[src/include/chacha_config.svh]
`ifndef CHACHA_CONFIG_SVH
`define CHACHA_CONFIG_SVH

`define CHACHA_ROUNDS     20
`define CHACHA_REQ_DEPTH  2
`define CHACHA_BLK_DEPTH  2  // Also the initial credit count

// "expand 32-byte k"
`define CHACHA_CONST0     32'h61707865
`define CHACHA_CONST1     32'h3320646e
`define CHACHA_CONST2     32'h79622d32
`define CHACHA_CONST3     32'h6b206574

`endif

[src/source/chacha_pkg.sv]
package chacha_pkg;

    typedef logic [31:0] word_t;

    // Word j sits at bits 32j+31 to 32j, same layout as block_t
    typedef word_t [15:0] chacha_state_t;

    // Byte i of each field at bits 8i+7 to 8i (RFC 7539 order)
    typedef struct packed {
        logic [255:0] key;
        logic [31:0]  counter;
        logic [95:0]  nonce;
    } chacha_req_t;

    typedef logic [511:0] block_t;

endpackage

[src/source/word_serializer.sv]
`timescale 1ns/1ps

module word_serializer import chacha_pkg::*; (
    input  logic   clk,
    input  logic   rst_n,
    input  logic   blk_empty,
    input  block_t blk,
    output logic   blk_pop,
    output logic   ks_valid,
    output word_t  ks_word,
    input  logic   ks_ready
);
    chacha_state_t held;
    logic [3:0]    word_idx;
    logic          last_xfer;

    assign last_xfer = ks_valid && ks_ready && (word_idx == 4'd15);
    // Refill when idle or as the last word leaves
    assign blk_pop = !blk_empty && (!ks_valid || last_xfer);
    assign ks_word = held[word_idx];

    always_ff @(posedge clk) begin
        if (blk_pop) held <= blk;
    end

    always_ff @(posedge clk or negedge rst_n) begin
        if (!rst_n) begin
            ks_valid <= 1'b0;
            word_idx <= '0;
        end else if (blk_pop) begin
            ks_valid <= 1'b1;
            word_idx <= '0;
        end else if (last_xfer) begin
            ks_valid <= 1'b0;
        end else if (ks_valid && ks_ready) begin
            word_idx <= word_idx + 1'b1;
        end
    end
endmodule

[config.mk]
export PLATFORM = sky130hd
export DESIGN_NAME = word_serializer
export DESIGN_NICKNAME = d
export VERILOG_FILES = /design/src/include/chacha_config.svh /design/src/source/chacha_pkg.sv /design/src/source/word_serializer.sv
export SDC_FILE = /design/constraint.sdc
export NUM_CORES = 1
export LEC_CHECK = 0
export BUFFER_PORTS_ARGS = -buffer_cell sky130_fd_sc_hd__clkbuf_2
export CAP_MARGIN = 5
export CORE_AREA = 5 5 213 215
export CTS_CLUSTER_SIZE = 28
export DETAILED_ROUTE_END_ITERATION = 16
export DIE_AREA = 0 0 218 220
export PLACE_DENSITY_LB_ADDON = 0.05
export SYNTH_ARGS = -nofsm -noshare
export SYNTH_HDL_FRONTEND = slang
export SYNTH_SLANG_ARGS = --single-unit
[constraint.sdc]
create_clock -name clk -period 45.9 [get_ports clk]
set_input_delay 9.18 -clock clk [delete_from_list [all_inputs] [get_ports clk]]
set_output_delay 9.18 -clock clk [all_outputs]
set_load 0.03 [all_outputs]
== After elaboration in Yosys (flattened, before gate mapping) ==
Cells that the tools add are included.

* Register bits after elaboration: 517
* Bits of input ports: 516
* Output and inout port bits: 34

* Add/subtract/negate cells: 1
* $lt $le $gt $ge: 1
* Equality and inequality tests: 2
* Mux-type cells: 7
* Reduce and logical (&&, ||, !) cells: 9

{| class="wikitable"
|+ Operators with widths
! cell !! count
|-
| 32-bit binary-select mux with 4-bit select || 1
|-
| 32-bit two-way mux || 1
|-
| 4-bit two-way mux || 3
|-
| 4-bit by 5-bit less-than comparator with 1-bit output (second input constant) || 1
|-
| 4-bit by 1-bit adder with 4-bit output (second input constant) || 1
|-
| 4-bit equality test (second input constant) || 1
|-
| 2-bit nonzero test || 2
|-
| 1-bit logical AND || 3
|-
| 1-bit zero test || 2
|-
| 1-bit two-way mux || 2
|-
| 2-bit != test (second input constant) || 1
|-
| 2-bit AND reduction || 1
|-
| 1-bit logical OR || 1
|}

== Depth between registers and ports, before layout ==
Gate-level depths: netlist of run 1.

* Depth in word-level cells: 6
* Depth in mapped cells: 7
* Gate-level depth less buffers: 4

== Least setup slack after synthesis of run 1 ==
Ideal clock, no wire load.

* Path type: input port to output port
* From: input port ks_ready
* To: output port blk_pop
* Arrival time: 34.364 ns
* Required time: 36.720 ns
* Setup slack: 2.356 ns
* Stages on the path: 2
* Path buffers: 0
* Cells stage by stage: nand4_1 a21oi_1

* Longest elaborated chain between the ends: 4

{| class="wikitable"
|+ RTL lines
! item !! line !! text
|-
| from (decl) || word_serializer.sv:11 || <nowiki>input logic ks_ready</nowiki>
|-
| 1-bit logical AND (2 in a row) || word_serializer.sv:17 || <nowiki>assign last_xfer = ks_valid && ks_ready && (word_idx == 4'd15);</nowiki>
|-
| 1-bit logical OR || word_serializer.sv:19 || <nowiki>assign blk_pop = !blk_empty && (!ks_valid || last_xfer);</nowiki>
|-
| 1-bit logical AND || word_serializer.sv:19 ||
|-
| to (decl) || word_serializer.sv:8 || <nowiki>output logic blk_pop,</nowiki>
|}

Every way passes these cells.

== Final worst setup path of run 1 ==
Same ends and word-level chain as after synthesis.

==> results of run 1 <==
final cells by class:
class | count | area [um2] | share of cell area
Clock buffer | 73 | 1440 | 0.0584
Multi-Input combinational cell | 374 | 3960 | 0.160
Tap cell | 592 | 741 | 0.0300
Inverter | 1 | 3.75 | 0.000152
Clock inverter | 23 | 150 | 0.00608
Antenna cell | 21 | 52.6 | 0.00213
Timing Repair Buffer | 561 | 2850 | 0.115
Sequential cell | 517 | 15500 | 0.628
worst min-delay path: cells and delay by family (launching register included):
family / cells / cell delay [ns]
flip-flops: 1 / 0.46
AND/OR/NAND/NOR: 2 / 0.14
synth_stat cells:
library cell  count
clkbuf_1         19
nor2_1            2
a21o_1            1
a21oi_1           2
a22oi_1          32
clkinv_1          1
buf_8             1
buf_4             3
nand2_1          37
mux2i_1         129
edfxtp_1        512
dfrtp_1           5
buf_6            15
a31o_2            1
nor2b_1           1
mux4_1            2
a221oi_1         64
buf_1             7
nand4_1           3
o21ai_0          33
ha_1              1
buf_2             9
and2_1            1
a31oi_1           1
mux4_2           62
xnor2_1           1
nand3_1           1
layer usage:
layer / vias to the layer above / GRT usage / part of all wire
li1: 5152 / - / -
met2: 453 / 0.358 / 0.51
met4: 26 / 0.0741 / 0.022
met3: 107 / 0.0837 / 0.10
met5: - / 0 / 0.0032
met1: 5619 / 0.258 / 0.37
worst paths after layout:
path / slack, ns / endpoint
worst max-delay path: 26.62 / blk_pop
worst min-delay path: 0.64 / ks_valid
worst max register to register: 41.06 / held[143]
worst min register to register: 0.64 / ks_valid
max in group asynchronous: 37.32 / word_idx[1]
min in group asynchronous: 8.42 / word_idx[0]
registers in the layout, indices dropped and copies added (netlist names):
name and flops:
held 512, ks_valid 1, word_idx 4
per-stage QoR:
step	util	worst slack, ns	hold slack [ns]	cells
2_1_floorplan	-	2.36	0.634	946
3_3_place_gp	0.530	26.62	0.601	2045
3_5_place_dp	0.530	26.59	0.626	2045
4_1_cts	0.566	26.60	0.634	2141
5_1_grt	0.567	26.57	0.669	2151
6_report	0.568	26.62	0.639	2162
placed cells by master, fill, tap and decap left out, types with 2 or more instances in the layout:
| master | synthesis | routed |
|---|---|---|
| a221oi_1 | 64 | 64 |
| mux4_1 | 2 | 2 |
| nor2_1 | 2 | 2 |
| mux2i_1 | 129 | 129 |
| clkbuf_1 | 19 | 18 |
| dfrtp_2 | 0 | 2 |
| clkbuf_2 | 0 | 549 |
| nand4_1 | 3 | 3 |
| nand2_1 | 37 | 37 |
| bufinv_16 | 0 | 2 |
| dfrtp_4 | 0 | 2 |
| clkbuf_16 | 0 | 55 |
| o21ai_0 | 33 | 33 |
| buf_4 | 3 | 11 |
| diode_2 | 0 | 21 |
| a22oi_1 | 32 | 32 |
| clkinv_2 | 0 | 5 |
| mux4_2 | 62 | 62 |
| edfxtp_1 | 512 | 512 |
| clkinv_1 | 1 | 15 |
power groups by stage:
stage | clock network [mW] | registers (mW) | logic, mW
CTS | 0.412 | 0.579 | 0.447
global placement | 0 | 0.588 | 0.443
floorplan | 0 | 0.609 | 0.333
detailed placement | 0 | 0.589 | 0.445
global route | 0.434 | 0.582 | 0.475
finish | 0.401 | 0.578 | 0.436
cells by family (layout without fill, tap and decap cells):
family / after synthesis / after routing / share of synthesized area
xor+xnor: 1 / 1 / 0.000443
buf+inv: 55 / 658 / 0.0178
other cells: 0 / 21 / 0
flops: 517 / 517 / 0.783
compound gates: 134 / 134 / 0.0504
simple gates: 45 / 45 / 0.00923
fa+ha+maj: 1 / 1 / 0.000632
mux: 193 / 193 / 0.138
==> flow_summary.ini, run 1 <==
[worst_setup_path]
crit_type = primary input to output pin
cp_top_family = buffers and inverters
startpoint_type = primary input
required_ns = 36.72
cp_max_fo = 4
critPathMostFrequentCell = clkbuf_2
arrival_ns = 10.10
worst-path-stages = 4
path_cells = clkbuf_2 -> nand4_1 -> a21oi_4 -> clkbuf_2
r2r_cells = 6
slowest_stage = clkbuf_2
timing.rr.start = word_idx[0]
crit_path_start = ks_ready
end_kind = output pin
crit_path_max_incr_delay_ns = 0.35
critPathBufInv = 2

[floorplanning]
die_area_um2 = 48000
coreArea_um2 = 43500
initial_core_util = 0.455
io_pins = 550
die_x_um = 218
fp.dieH_um = 220
rows = 77

[global_route]
grt_first_pass_wirelength_um = 75300
grt_antenna_before_repair = 30
grt_overflow = 0
grt_use_total = 0.215
grt_pass1_vias = 11850
grt_max_degree = 190

[timing]
rsz0062_at_grt = false
layout_min_cycle_time_ns = 19.28
finalHoldViolations = 0
worst_slew_margin_rel = 0.267
max_clock_freq_ghz = 0.0519
slew_viol_final = 0
finalSetupViolCount = 0
fin_crit_sh = 0.420
finClkSkew_ns = 0.0105
tns_ns = 0
tightest_slew_ns = 1.10

[place]
routabilityCongestion = 0.782
dp_hpwl_um = 36300
port_buffers = 549
placed_area_um2 = 23100

[power]
p_clk_frac = 0.283
power.density_nw_per_um2 = 57.3
p_sw_frac = 0.326
p_int_mw = 0.954
power.switching_mw = 0.462
leakage_nw = 9.35
pwr-share-seq = 0.409
p_comb_frac = 0.308
power_mw = 1.42
ir_worst_vdd_mv = 0.0299

[clock_network]
ctsLongestPathBuffers = 3
cts-resized-gates = 0
clk_pin_slew_ns = 0.06
cts.htree.levels = 2
postCtsHoldBufs = 0
cts-buffers-inserted = 54
cts_setup_buffers = 0
clkSinkCount = 517
worstSkewPairLatency_ns = 0.59
cts_root_buf = clkbuf_16
cts_tree = yes

[yosys]
avgSynthCellArea_um2 = 20.9
syn_area_um2 = 19800
synthDistinctLibCells = 27
ys_warn_count = 0
synth_area_leader_cell = edfxtp_1
synthCells = 946
synth-seq-area-share = 0.783
synthTopCellsByArea = edfxtp_1 (78%), mux4_2 (7.1%), mux2i_1 (6.5%)
mappedNetlistNets = 1463
synth_top_area_share = 0.777
synth-seq-cells = 517

[detailed_routing]
drc = 0
num_vias = 11357
via_per_inst = 5.25
first_iter_violations = 1030
totalWireLength_um = 53000
wl_per_cell_um = 24.5
postRouteAntennaNets = 0
drt-pass1-iter-count = 5

[min_path]
hp-start = ks_valid
hold_class = register to register
whs_path_depth = 2

[cells_and_area]
nFillCells = 3499
final_cell_area_um2 = 24700
area_growth_pct = 24.9
drive_gt1_frac = 0.449
nets = 2026

[status]
status = finished, final reports clean

[flow_run]
maxCapViolations = 0
No activity file was read; power rests on OpenSTA's default activity.
==> run 2: changes to the inputs <==
--- a/config.mk
+++ b/config.mk
@@ -7,10 +7,10 @@
 export LEC_CHECK = 0
 export BUFFER_PORTS_ARGS = -buffer_cell sky130_fd_sc_hd__clkbuf_2
 export CAP_MARGIN = 5
-export CORE_AREA = 5 5 213 215
+export CORE_MARGIN = 5
+export CORE_UTILIZATION = 47
 export CTS_CLUSTER_SIZE = 28
 export DETAILED_ROUTE_END_ITERATION = 16
-export DIE_AREA = 0 0 218 220
 export PLACE_DENSITY_LB_ADDON = 0.05
 export SYNTH_ARGS = -nofsm -noshare
 export SYNTH_HDL_FRONTEND = slang
==> constraint.sdc (replaced) <==
create_clock -name clk -period 15.91 [get_ports clk]
set_input_delay 3.182 -clock clk [delete_from_list [all_inputs] [get_ports clk]]
set_output_delay 3.182 -clock clk [all_outputs]
set_load 0.03 [all_outputs]
==> flow_summary.ini, run 2 (same netlist as run 1, synthesis figures left out) <==
[status]
status = finished, final reports clean

[detailed_routing]
via_per_inst = 5.38
num_vias = 11292
postRouteAntennaNets = 0
first_iter_violations = 975
totalWireLength_um = 53500
drc = 0
drt-pass1-iter-count = 5
wl_per_cell_um = 25.5

[cells_and_area]
final_cell_mix = clkbuf_2 (549), edfxtp_1 (512), mux2i_1 (129)
nets = 2025
reg_top3 = held x512, word_idx x4, ks_valid x1
nFillCells = 3270
layout_commonest_cell = clkbuf_2
area_growth_pct = 24.9
drive_gt1_frac = 0.455
final_cell_area_um2 = 24700
regMostFlops = held
largest_reg_flops = 512

[global_route]
grt_max_degree = 215
grt_overflow = 0
grt_use_total = 0.226
grt_antenna_before_repair = 27
grtUsageMet3 = 0.0804
grt_first_pass_wirelength_um = 76700
grt_use_met2 = 0.386
top_usage_layer = met2
grt_pass1_vias = 12001
use_met1 = 0.269

[clock_network]
cts_tree = yes
cts-resized-gates = 0
worstSkewPairLatency_ns = 0.59
postCtsHoldBufs = 0
cts_setup_buffers = 0
cts.htree.levels = 2
cts-buffers-inserted = 53
ctsLongestPathBuffers = 3
clk_pin_slew_ns = 0.06
clkSinkCount = 517
cts_root_buf = clkbuf_16

[place]
dp_hpwl_um = 37200
routabilityCongestion = 0.797
port_buffers = 549
placed_area_um2 = 23000

[worst_setup_path]
critPathMostFrequentCell = buf_4
crit_path_max_incr_delay_ns = 0.95
arrival_ns = 4.51
path_cells = buf_4 -> buf_4 -> mux4_2 -> a22oi_1 -> nand2_1 -> clkbuf_2
cp_top_family = buffers and inverters
startpoint_type = register
required_ns = 12.73
cp_max_fo = 58
critPathBufInv = 3
slowest_stage = buf_4
end_kind = output pin
crit_type = register to output pin

[power]
power.density_nw_per_um2 = 167
ir_worst_vdd_mv = 0.117
leakage_nw = 9.40
power_mw = 4.13

[floorplanning]
coreArea_um2 = 41900
initial_core_util = 0.473
die_area_um2 = 46300
rows = 75
fp.dieH_um = 215
die_x_um = 215
io_pins = 550

[flow_run]
maxCapViolations = 0

[timing]
worst_slew_margin_rel = 0.208
max_clock_freq_ghz = 0.130
rsz0062_at_grt = false
slew_viol_final = 0
layout_min_cycle_time_ns = 7.69
tns_ns = 0
finalHoldViolations = 0
finalSetupViolCount = 0
finClkSkew_ns = 0.0149
tightest_slew_ns = 1.19
fin_crit_sh = 0.484

[min_path]
hold_class = register to register
==> run 2: worst paths after layout <==
path,slack [ns],depth (start not counted),from,end
min in group asynchronous,2.41,1,rst_n,ks_valid
worst min-delay path,0.62,2,ks_valid,ks_valid
worst min register to register,0.62,2,ks_valid,ks_valid
worst max-delay path,8.22,6,word_idx[0],ks_word[22]
max in group asynchronous,13.33,1,rst_n,word_idx[0]
worst max register to register,11.18,6,word_idx[0],held[46]
==> run 2: layout make-up <==
type	count	area, um2	area share
repair buffers	561	2850	0.115
multi-input cells	374	3960	0.160
inverters	1	3.75	0.000152
flip-flops and latches	517	15500	0.628
diodes	8	20.0	0.000810
well taps	539	674	0.0273
clock inverters	37	299	0.0121
clock buffers	60	1400	0.0564
==> run 2: metal layers <==
layer | part of all wire | wire length [um]
met1 | 0.37 | 19700
met2 | 0.51 | 27500
met3 | 0.092 | 4910
met4 | 0.022 | 1200
met5 | 0.0045 | 239
==> run 2: power breakdown <==
| part | internal (mW) | total [mW] | switching [mW] |
|---|---|---|---|
| sequential | 1.60 | 1.67 | 0.0632 |
| clock | 0.706 | 1.21 | 0.507 |
| combinational | 0.486 | 1.25 | 0.768 |
==> run 2: metrics by stage <==
stage,std cells,utilization,worst slack (ns),hold WS (ns)
CTS,2089,0.590,8.10,0.627
finish,2097,0.591,8.22,0.616
global route,2095,0.590,7.86,0.651
floorplan,946,-,1.11,0.634
global placement,1992,0.550,8.68,0.596
detailed placement,1992,0.550,8.67,0.615
==> run 2: worst min-delay path, delay by kind of cell (launching register included) <==
family           cells  cell delay [ns]
DFF                  1             0.46
and+or+nand+nor      2             0.13
