===== src/include/chacha_config.svh =====
`ifndef CHACHA_CONFIG_SVH
`define CHACHA_CONFIG_SVH

`define CHACHA_ROUNDS     20
`define CHACHA_REQ_DEPTH  2
`define CHACHA_BLK_DEPTH  2  // Also the initial credit count

// "expand 32-byte k"
`define CHACHA_CONST0     32'h61707865
`define CHACHA_CONST1     32'h3320646e
`define CHACHA_CONST2     32'h79622d32
`define CHACHA_CONST3     32'h6b206574

`endif


===== src/source/chacha_pkg.sv =====
package chacha_pkg;

    typedef logic [31:0] word_t;

    // Word j sits at bits 32j+31 to 32j, same layout as block_t
    typedef word_t [15:0] chacha_state_t;

    // Byte i of each field at bits 8i+7 to 8i (RFC 7539 order)
    typedef struct packed {
        logic [255:0] key;
        logic [31:0]  counter;
        logic [95:0]  nonce;
    } chacha_req_t;

    typedef logic [511:0] block_t;

endpackage


===== src/source/block_fifo.sv =====
`timescale 1ns/1ps

module block_fifo import chacha_pkg::*; #(
    parameter type payload_t = block_t,
    parameter int  DEPTH = 2
) (
    input  logic     clk,
    input  logic     rst_n,
    input  logic     push,
    input  payload_t din,
    input  logic     pop,
    output payload_t dout,
    output logic     empty,
    output logic     full,
    output logic     credit_return
);
    localparam int AW = (DEPTH > 1) ? $clog2(DEPTH) : 1;
    localparam int CNTW = $clog2(DEPTH + 1);
    localparam logic [AW-1:0] LAST = AW'(DEPTH - 1);

    payload_t mem [DEPTH];
    logic [AW-1:0]   wr_ptr, rd_ptr;
    logic [CNTW-1:0] count;
    logic            wr_en, rd_en;

    assign empty = (count == '0);
    assign full  = (count == CNTW'(DEPTH));
    assign wr_en = push && !full;
    assign rd_en = pop && !empty;
    assign dout  = mem[rd_ptr];
    assign credit_return = rd_en;  // One slot freed per pop

    always_ff @(posedge clk) begin
        if (wr_en) mem[wr_ptr] <= din;
    end

    always_ff @(posedge clk or negedge rst_n) begin
        if (!rst_n) begin
            wr_ptr <= '0;
            rd_ptr <= '0;
            count  <= '0;
        end else begin
            if (wr_en) wr_ptr <= (wr_ptr == LAST) ? '0 : wr_ptr + 1'b1;
            if (rd_en) rd_ptr <= (rd_ptr == LAST) ? '0 : rd_ptr + 1'b1;
            if (wr_en && !rd_en) count <= count + 1'b1;
            else if (rd_en && !wr_en) count <= count - 1'b1;
        end
    end
endmodule


===== config.mk =====
export PLATFORM = sky130hd
export DESIGN_NAME = block_fifo
export DESIGN_NICKNAME = d
export VERILOG_FILES = /design/src/include/chacha_config.svh /design/src/source/chacha_pkg.sv /design/src/source/block_fifo.sv
export SDC_FILE = /design/constraint.sdc
export NUM_CORES = 1
export LEC_CHECK = 0
export ABC_AREA = 1
export ABC_CLOCK_PERIOD_IN_PS = 33000
export BUFFER_PORTS_ARGS = -buffer_cell sky130_fd_sc_hd__clkbuf_2
export CORE_AREA = 2 2 403 405
export CTS_BUF_LIST = sky130_fd_sc_hd__clkbuf_8
export DETAILED_ROUTE_END_ITERATION = 10
export DIE_AREA = 0 0 405 407
export PLACE_DENSITY = 0.48
export SLEW_MARGIN = 20
export SYNTH_ARGS = -nofsm -noshare
export SYNTH_HDL_FRONTEND = slang
export SYNTH_SLANG_ARGS = --single-unit

===== constraint.sdc =====
create_clock -name clk -period 33 [get_ports clk]
set_clock_uncertainty 0.2 [all_clocks]
set_input_delay 6.6 -clock clk [delete_from_list [all_inputs] [get_ports clk]]
set_output_delay 6.6 -clock clk [all_outputs]
set_load 0.05 [all_outputs]

# --- Word-level counts from Yosys, hierarchy flattened ---
# Memories as Yosys holds them, arrays and structs flattened.
# Cells that the tools add are included.
totals:
  regBits: 4
  ramBits: 1024
  in_bits: 516
  out_inout_bits: 515
  word_cells: 25
  memories: 1
memory_table:
  columns: ["memory", "words", "width", "read_ports", "rd_clocked_by_memory_dff", "wr", "line", "text"]
  rows:
  - ["mem", 2, 512, 1, 0, 1, "block_fifo.sv:21", "payload_t mem [DEPTH];"]
classes:
  addsub: 4
  eq_ne: 1
  mux: 6
  reduce_logical: 10
ops:
  columns: ["operator", "n"]
  rows:
  - ["logical AND 1 bit", 4]
  - ["zero test 1 bit", 4]
  - ["two-way mux 1 bit", 4]
  - ["two-way mux 2 bit", 2]
  - ["adder 1 bit (second input constant)", 2]
  - ["adder 2 x 1 -> 2 bit (second input constant)", 1]
  - ["== test 2 bit (second input constant)", 1]
  - ["zero test 2 bit", 1]
  - ["nonzero test 2 bit", 1]
  - ["subtractor 2 x 1 -> 2 bit (second input constant)", 1]

# --- Depth between registers and ports, before layout ---
# Gate-level depths: netlist of run 1.
logic_depth:
  ltp_word: 7
  mapped_depth: 9
  ltp_nobuf: 9

# --- Least setup slack after synthesis of run 1 ---
# OpenSTA, ideal clock, no wires.
synth_timing:
  path_type: "input -> register"
  start: "in push"
  end: "mem mem[1][0] (netlist bit) (enable)"
  setup_time_ps: 1399
  arrival_ps: 27878
  required_ps: 31401
  slack_ps: 3522
  path_stages: 2
  n_path_buf: 0
  cell_sequence: "o21ai_0 -> nor2_1"
synth_via:
  elab_chain_len: 3
synth_lines:
  columns: ["element", "line", "text"]
  rows:
  - ["start: declaration", "block_fifo.sv:9", "input logic push,"]
  - ["logical AND 1 bit", "block_fifo.sv:28", "assign wr_en = push && !full;"]
  - ["two-way mux 1 bit", "block_fifo.sv:34", "if (wr_en) mem[wr_ptr] <= din;"]
  - ["two-way mux 1 bit (not written as such)", "block_fifo.sv:34", null]
  - ["end: declaration", "block_fifo.sv:21", null]
# No other way between the ends.

# --- Final worst setup path of run 1 ---
layout_timing:
  start: "in pop"
  end: "out credit_return"
layout_via:
  elab_chain_len: 1
layout_lines:
  columns: ["element", "line", "text"]
  rows:
  - ["start: declaration", "block_fifo.sv:11", "input logic pop,"]
  - ["logical AND 1 bit", "block_fifo.sv:29", "assign rd_en = pop && !empty;"]
  - ["end: declaration", "block_fifo.sv:15", "output logic credit_return"]
# No other way between the ends.

==> results.md, run 1 <==
- Outcome: complete, no violations
- DP HPWL: 77.7 mm
- Global placement routability congestion: around 0.76
- Most common cell after layout, fill and taps aside: nand2_1
- Final count of hold timing violations: 0
- Smallest setup slack after layout: between 15 and 20 ns
- Endpoint type of the worst setup path: output port
- IR drop worst, VDD: 0.0000666 V
- Post-synthesis sequential element count: between 1000 and 1500
- Pin count of the biggest net entering global routing: 198
- Worst-margin pin slew: between 1 and 1.5 ns
- Area share of the largest cell type after synthesis: ~82%
- Minimum hold slack: between 0.2 and 0.3 ns
- Number of nets in the synthesized netlist: 3223
- Layout Area Growth over Synthesis: 27.8%
- Die outline width: between 400 and 500 um
- Area of the core: 160000 sq um
- Remaining routing DRC violations: 0
- Maximum operating frequency: 0.0704 GHz
- Critical Setup Path Class: in -> out
- RSZ-0062 raised after global routing: false
- Largest fanout of any net on the critical path: 3
- Library cell used as clock root buffer: clkbuf_8
- Worst Path Arrival: 7.40 ns
- Max Cap Violations: 0
- Instance count after placement with tap cells included: around 5800
- Clk pin slew, worst setup/hold paths: ~0.06 ns
- Launch point of the worst path: pop
- Cells resized by post-CTS repair: 0
- Delay of the slowest critical-path stage: between 0.3 and 0.4 ns
- Share of synthesized area occupied by flip-flops and latches: between 80 and 90%
- Commonest non-fill, non-tap cells in the layout: 1546 x nand2_1, 1030 x clkbuf_2, 1024 x edfxtp_1
- Startpoint class of the critical path: input port
- Start of the worst register-to-register path: count[0]$_DFFE_PN0P_
- Total power divided by cell area: 111 nW/um^2
- Sum of overflow across all layers after global routing: 0
- Avg Synthesized Cell Area: 13.9 sq um
- Via-per-instance ratio: a little under 4
- Largest area contributor in the netlist: edfxtp_1
- Post-synthesis instance area: ~38000 sq um
- Post-CTS Repair Setup Buffers: 0
- NumNets Final: approximately 4300
- Count of warnings emitted by yosys: 0
- Post-detailed-routing wire length: ~110 mm
- Std-Cell Rows: ~150
- Htree depth: 4
- Global-route wire length before repair: around 160 mm
- Vert. Die Dim: 407 um
- Maximum buffer depth of the clock tree: 3
- Via count of the first global-routing pass: between 20000 and 25000
- IO Port Bufs: 1030
- Cell variety after synth: 16
- Overall power after layout: ~0.0053 W
- Critical path data required time: roughly 26 ns
- Crit path max-delay cell type: clkbuf_2
- Clock period minus worst slack: 14.20 ns
- Overall die area: around 160000 sq um
- Pre-CTS setup slack: 18.79 ns
- Initial standard-cell utilization of the core: a little under a quarter
- Final Slew Violations: 0
- Total of hold buffers inserted after clock tree synthesis: 0
- Number of antenna violations at the first check in global routing: 42
- Synthesized netlist cell count: about 2700
- Critical path's top delay family: buffers and inverters
- Clock tree from TritonCTS: done
- Critical path buffers and inverters: 3
- Number of failing setup endpoints in the final timing report: 0
- Total Neg Setup Slack: 0 ns
- Final standard cell count with taps included and fillers excluded: just over 6000
- Cell leakage power: 20.4 nW
- TritonRoute pass-1 iters: 7
- Synth area leaders: edfxtp_1 82%, nand2_1 15%, buf_6 1.3%, buf_2 0.69%, buf_4 0.28%
- Critical-path cell list: clkbuf_2 -> o21ai_0 -> inv_1 -> clkbuf_2
- Antenna Violating Nets Remaining: 0
- Number of top-level pins: ~1000
- Clock sink count: 1028
- Tcrit/Tclk final: between 40% and 50%
- Post-detailed-route wirelength per cell: around 19 um
- Proportion of layout cells with a drive suffix above 1: between 30% and 40%
- Overall via count from detail_route: 23900
- CTS Buf Count: between 150 and 200
- Hold path startpoint: wr_ptr$_DFFE_PN0P_
- Source-to-sink clock delay at the later pin of the worst-skew pair: 0.91 ns
- Path type of the worst min-delay path: reg -> reg
- Relative slew margins: approximately 15%
- Number of DRC violations after detailed-routing iteration 0: between 1000 and 1500
- Cell repeated most along the worst path: clkbuf_2
- Gr usage total: between 10% and 20%
==> synthesized netlist by cell type <==
master,n
nand2_1,1546
edfxtp_1,1024
buf_2,52
buf_6,43
buf_4,14
inv_1,8
dfrtp_1,4
nor2_1,4
clkbuf_1,3
o21ai_0,2
buf_12,1
ha_1,1
inv_6,1
nand3_1,1
nand4_1,1
xnor2_1,1
==> state kept, by name, indices dropped and copies added, names as in the netlist <==
register  count
count         2
mem        1024
wr_ptr        1
rd_ptr        1
==> cell families (layout without fill, tap and decap cells) <==
group	after synthesis	after routing	synth area share (%)
other	0	12	0
xor gates and xnor gates	1	1	0.0233
buffers and inverters	122	1381	2.44
AOI/OAI and AO/OA	2	2	0.0266
DFF	1028	1028	82.0
and+or+nand+nor	1552	1552	15.5
adders and majority gates	1	1	0.0332
==> worst min-delay path, cell delays in order (launching register included) <==
cell and delay [ns]:
dfrtp_1 0.34, nand2_1 0.05, nand2_1 0.06
==> final timing paths <==
check | slack, ns | cells past startpoint | end
worst max-delay path | 18.80 | 4 | credit_return
worst min-delay path | 0.29 | 2 | wr_ptr$_DFFE_PN0P_
worst min register to register | 0.29 | 2 | wr_ptr$_DFFE_PN0P_
min in group asynchronous | 5.31 | 1 | count[0]$_DFFE_PN0P_
max in group asynchronous | 27.12 | 1 | rd_ptr$_DFFE_PN0P_
worst max register to register | 28.40 | 7 | mem[0][127]$_DFFE_PP_
==> power by group <==
part           leakage, nW  internal (W)  switching, W
clock                 1.83      0.000532      0.000522
combinational         9.03      0.000397       0.00203
sequential            9.58       0.00178     0.0000711
total                 20.4       0.00271       0.00262
==> final cells by class <==
| class | instances | area (sq um) |
|---|---|---|
| Fill cell | 16400 | 112000 |
| Sequential cell | 1028 | 30900 |
| Multi-Input combinational cell | 1556 | 5870 |
| Timing Repair Buffer | 1050 | 5370 |
| Tap cell | 2160 | 2700 |
| Clock buffer | 180 | 2480 |
| Clock inverter | 142 | 723 |
| Inverter | 9 | 57.6 |
| Antenna cell | 12 | 30.0 |
==> routing by layer <==
layer / vias to the layer above / track usage (%) / wire (um)
met1: 11300 / 13.7 / 41400
li1: 11500 / - / -
met2: 808 / 23.2 / 58500
met3: 206 / 6.89 / 11800
met5: - / 0 / 396
met4: 56 / 4.18 / 2330
==> stage by stage <==
step	cell area (sq um)	utilization, %
final	48100	30.0
after global routing	48100	30.0
after CTS	48000	30.0
after detailed placement	44800	28.0
after global placement	44800	28.0
after floorplan	37600	-
Note: power is estimated with default switching activity, not from simulation.
==> run 2, diff against run 1 <==
Settings changed: ABC_CLOCK_PERIOD_IN_PS 33000 to 14560.
Clock period 33 ns to 14.56 ns, I/O delays scaled along.
==> run 2 against run 1 <==
Combinational power rose by 130%. Cell area rose by 0.20%. Die area did not move. Non-clock buffer count rose by 2. Sequential share of layout area fell by 0.12 points. First-iteration DRC count rose by 13%. Sequential power rose by 130%. Worst hold slack improved by 0.00096 ns. Routed wire length rose by 3.7%. Via count rose by 1.4%. Total power rose by 130%. Clock power rose by 130%. Largest cell class unchanged. Highest routed layer unchanged.
==> results.md, run 2 (same netlist as run 1, synthesis figures left out) <==
- Final count of hold timing violations: 0 (unchanged)
- Delay of the slowest critical-path stage: 0.96 ns (was 0.32 ns)
- Cell internal power dissipation: 0.00617 W (was 0.00271 W)
- Clk pin slew, worst setup/hold paths: 0.06 ns (about the same)
- Layout Area Growth over Synthesis: 28.0% (was 27.8%)
- Clock Power Share: 20.0% (was 19.8%)
- Worst-margin pin slew: 1.13 ns (was 1.28 ns)
- Total of hold buffers inserted after clock tree synthesis: 0 (unchanged)
- Overall via count from detail_route: 24200 (was 23900)
- Startpoint class of the critical path: register (was input port)
- Overall die area: 165000 sq um (unchanged)
- Std-Cell Rows: 147 (unchanged)
- Critical path data required time: 11.45 ns (was 26.20 ns)
- Critical-path cell list: buf_4 -> buf_4 -> buf_4 -> buf_4 -> nand2_1 -> nand2_1 -> clkbuf_2 (was clkbuf_2 -> o21ai_0 -> inv_1 -> clkbuf_2)
- Library cell used as clock root buffer: clkbuf_8 (unchanged)
- Number of antenna violations at the first check in global routing: 58 (was 42)
- Pre-CTS setup slack: 6.76 ns (was 18.79 ns)
- Largest fanout of any net on the critical path: 68 (was 3)
- Post-CTS Repair Setup Buffers: 0 (unchanged)
- Cells resized by post-CTS repair: 0 (unchanged)
- Number of DRC violations after detailed-routing iteration 0: 1446 (was 1284)
- IO Port Bufs: 1030 (unchanged)
- Number of failing setup endpoints in the final timing report: 0 (unchanged)
- Vert. Die Dim: 407 um (unchanged)
- Maximum operating frequency: 0.116 GHz
- RSZ-0062 raised after global routing: false (unchanged)
- NumNets Final: 4343 (was 4340)
- Post-detailed-route wirelength per cell: 19.3 um (was 18.6 um)
- IR drop worst, VDD: 0.000167 V (was 0.0000666 V)
- Total power divided by cell area: 251 nW/um^2 (was 111 nW/um^2)
- Clock tree from TritonCTS: done (unchanged)
- Launch point of the worst path: rd_ptr$_DFFE_PN0P_ (was pop)
- Area of the core: 160000 sq um (unchanged)
- Fraction of power spent switching nets: 49.0% (was 49.1%)
- Htree depth: 4 (unchanged)
- Reg2reg end: mem[0][42]$_DFFE_PP_ (was mem[0][127]$_DFFE_PP_)
- Cell repeated most along the worst path: buf_4 (was clkbuf_2)
- Pin count of the biggest net entering global routing: 166 (was 198)
- Maximum buffer depth of the clock tree: 3 (unchanged)
- Antenna Violating Nets Remaining: 0 (unchanged)
- Clock sink count: 1028 (unchanged)
- Post-place instance area: 44900 sq um (was 44800 sq um)
- Final Slew Violations: 0 (unchanged)
- Comb power frac: 45.0% (was 45.5%)
- Relative slew margins: 24.9% (was 15.0%)
- Remaining routing DRC violations: 0 (unchanged)
- Endpoint type of the worst setup path: output port (unchanged)
- Power share of the sequential group: 35.0% (was 34.8%)
- Tcrit/Tclk final: between 50% and 60%
- Smallest setup slack after layout: 5.91 ns (was 18.80 ns)
- Finished layout cell area: 48200 sq um (was 48100 sq um)
- R2r worst-path depth: 7 (unchanged)
- Max Cap Violations: 0 (unchanged)
- Overall power after layout: 0.0121 W (was 0.00533 W)
- Global-route wire length before repair: 162 mm (was 158 mm)
- Critical Setup Path Class: reg -> out (was in -> out)
- DP HPWL: 82.5 mm (was 77.7 mm)
- Source-to-sink clock delay at the later pin of the worst-skew pair: 0.86 ns (was 0.91 ns)
- Via count of the first global-routing pass: 23500 (was 23300)
- Proportion of layout cells with a drive suffix above 1: 32.0% (was 31.8%)
- Largest regs: mem x1024, count x2 (unchanged)
- Commonest non-fill, non-tap cells in the layout: 1546 x nand2_1, 1030 x clkbuf_2, 1024 x edfxtp_1 (unchanged)
- Post-detailed-routing wire length: 119 mm (was 114 mm)
- Capture point of the worst path: dout[6] (was credit_return)
- Clock period minus worst slack: between 8 and 9 ns
- Global placement routability congestion: 0.821 (was 0.763)
- Die outline width: 405 um (unchanged)
- Gr usage total: 13.7% (was 13.3%)
- Most common cell after layout, fill and taps aside: nand2_1 (unchanged)
- CTS Buf Count: 179 (was 178)
- Sum of overflow across all layers after global routing: 0 (unchanged)
- Total Neg Setup Slack: 0 ns (unchanged)
- Setup slack on the worst flop-to-flop path: 10.84 ns (was 28.40 ns)
- Number of top-level pins: 1031 (unchanged)
- Path type of the worst min-delay path: reg -> reg (unchanged)
- Max FFs per register: 1024 (unchanged)
- Start of the worst register-to-register path: count[1]$_DFFE_PN0P_ (was count[0]$_DFFE_PN0P_)
- Outcome: complete, no violations (unchanged)
- Cell leakage power: 20.5 nW (was 20.4 nW)
- TritonRoute pass-1 iters: 7 (unchanged)
- Via-per-instance ratio: 3.94 (was 3.89)
- Worst Path Arrival: 5.54 ns (was 7.40 ns)
- Register containing the most flip-flops in the final layout: mem (unchanged)
- Crit path max-delay cell type: dfrtp_4 (was clkbuf_2)
- Net switching component of the power: 0.00593 W (was 0.00262 W)
- Initial standard-cell utilization of the core: 23.5% (unchanged)
==> run 2: cell types whose count changed in the layout (fill, tap and decap cells not counted), sizes merged <==
cell / before / now
buf: 20 / 22
bufinv: 3 / 4
clkbuf: 1210 / 1211
clkinv: 66 / 62
clkinvlp: 6 / 4
diode: 12 / 16
inv: 76 / 79
==> run 2: final cells by class <==
class,count,area [sq um]
fill,16500,112000
timing repair buffer,1052,5410
clock inverter,140,743
antenna,16,40.0
tap,2160,2700
multi-input combinational,1556,5870
sequential,1028,30900
clock buffer,181,2490
inverter,9,67.6
==> run 2: worst min path at each step <==
| stage | start | to | slack (ns) | cells after the start |
|---|---|---|---|---|
| after floorplan | wr_ptr$_DFFE_PN0P_ | wr_ptr$_DFFE_PN0P_ | 0.25 | 2 |
| after global placement | wr_ptr$_DFFE_PN0P_ | wr_ptr$_DFFE_PN0P_ | 0.27 | 2 |
| after detailed placement | wr_ptr$_DFFE_PN0P_ | wr_ptr$_DFFE_PN0P_ | 0.28 | 2 |
| after CTS | wr_ptr$_DFFE_PN0P_ | wr_ptr$_DFFE_PN0P_ | 0.29 | 2 |
| after global routing | wr_ptr$_DFFE_PN0P_ | wr_ptr$_DFFE_PN0P_ | 0.32 | 2 |
| final | wr_ptr$_DFFE_PN0P_ | wr_ptr$_DFFE_PN0P_ | 0.29 | 2 |
==> run 2: power by group through the flow <==
stage               Clock [W]  Sequential (W)  Combinational, W
global route          0.00263         0.00429           0.00578
detailed placement          0         0.00429           0.00553
floorplan                   0         0.00450           0.00408
finish                0.00242         0.00423           0.00545
global placement            0         0.00429           0.00552
CTS                   0.00251         0.00424           0.00554
==> run 2: through the flow <==
step	hold WS [ns]	util [%]	cells
after floorplan	0.249	-	2706
after global routing	0.322	30.1	6138
after detailed placement	0.276	28.0	5804
after CTS	0.291	30.0	6125
after global placement	0.266	28.0	5804
final	0.286	30.1	6142
==> run 2: worst max-delay path: cells and delay by family, from the launching register on <==
family                 cells  cell delay, ns
AND/OR/NAND/NOR            2            0.30
buffers and inverters      5            3.14
flip-flops                 1            0.96
==> run 2: metal layers <==
layer  vias to the layer above  part of all wire [%]  track usage [%]
li1                      11500                     -                -
met1                     11500                    35             14.0
met2                       899                    51             23.4
met3                       264                    11             6.80
met4                        72                   3.2             6.07
met5                         -                  0.43                0
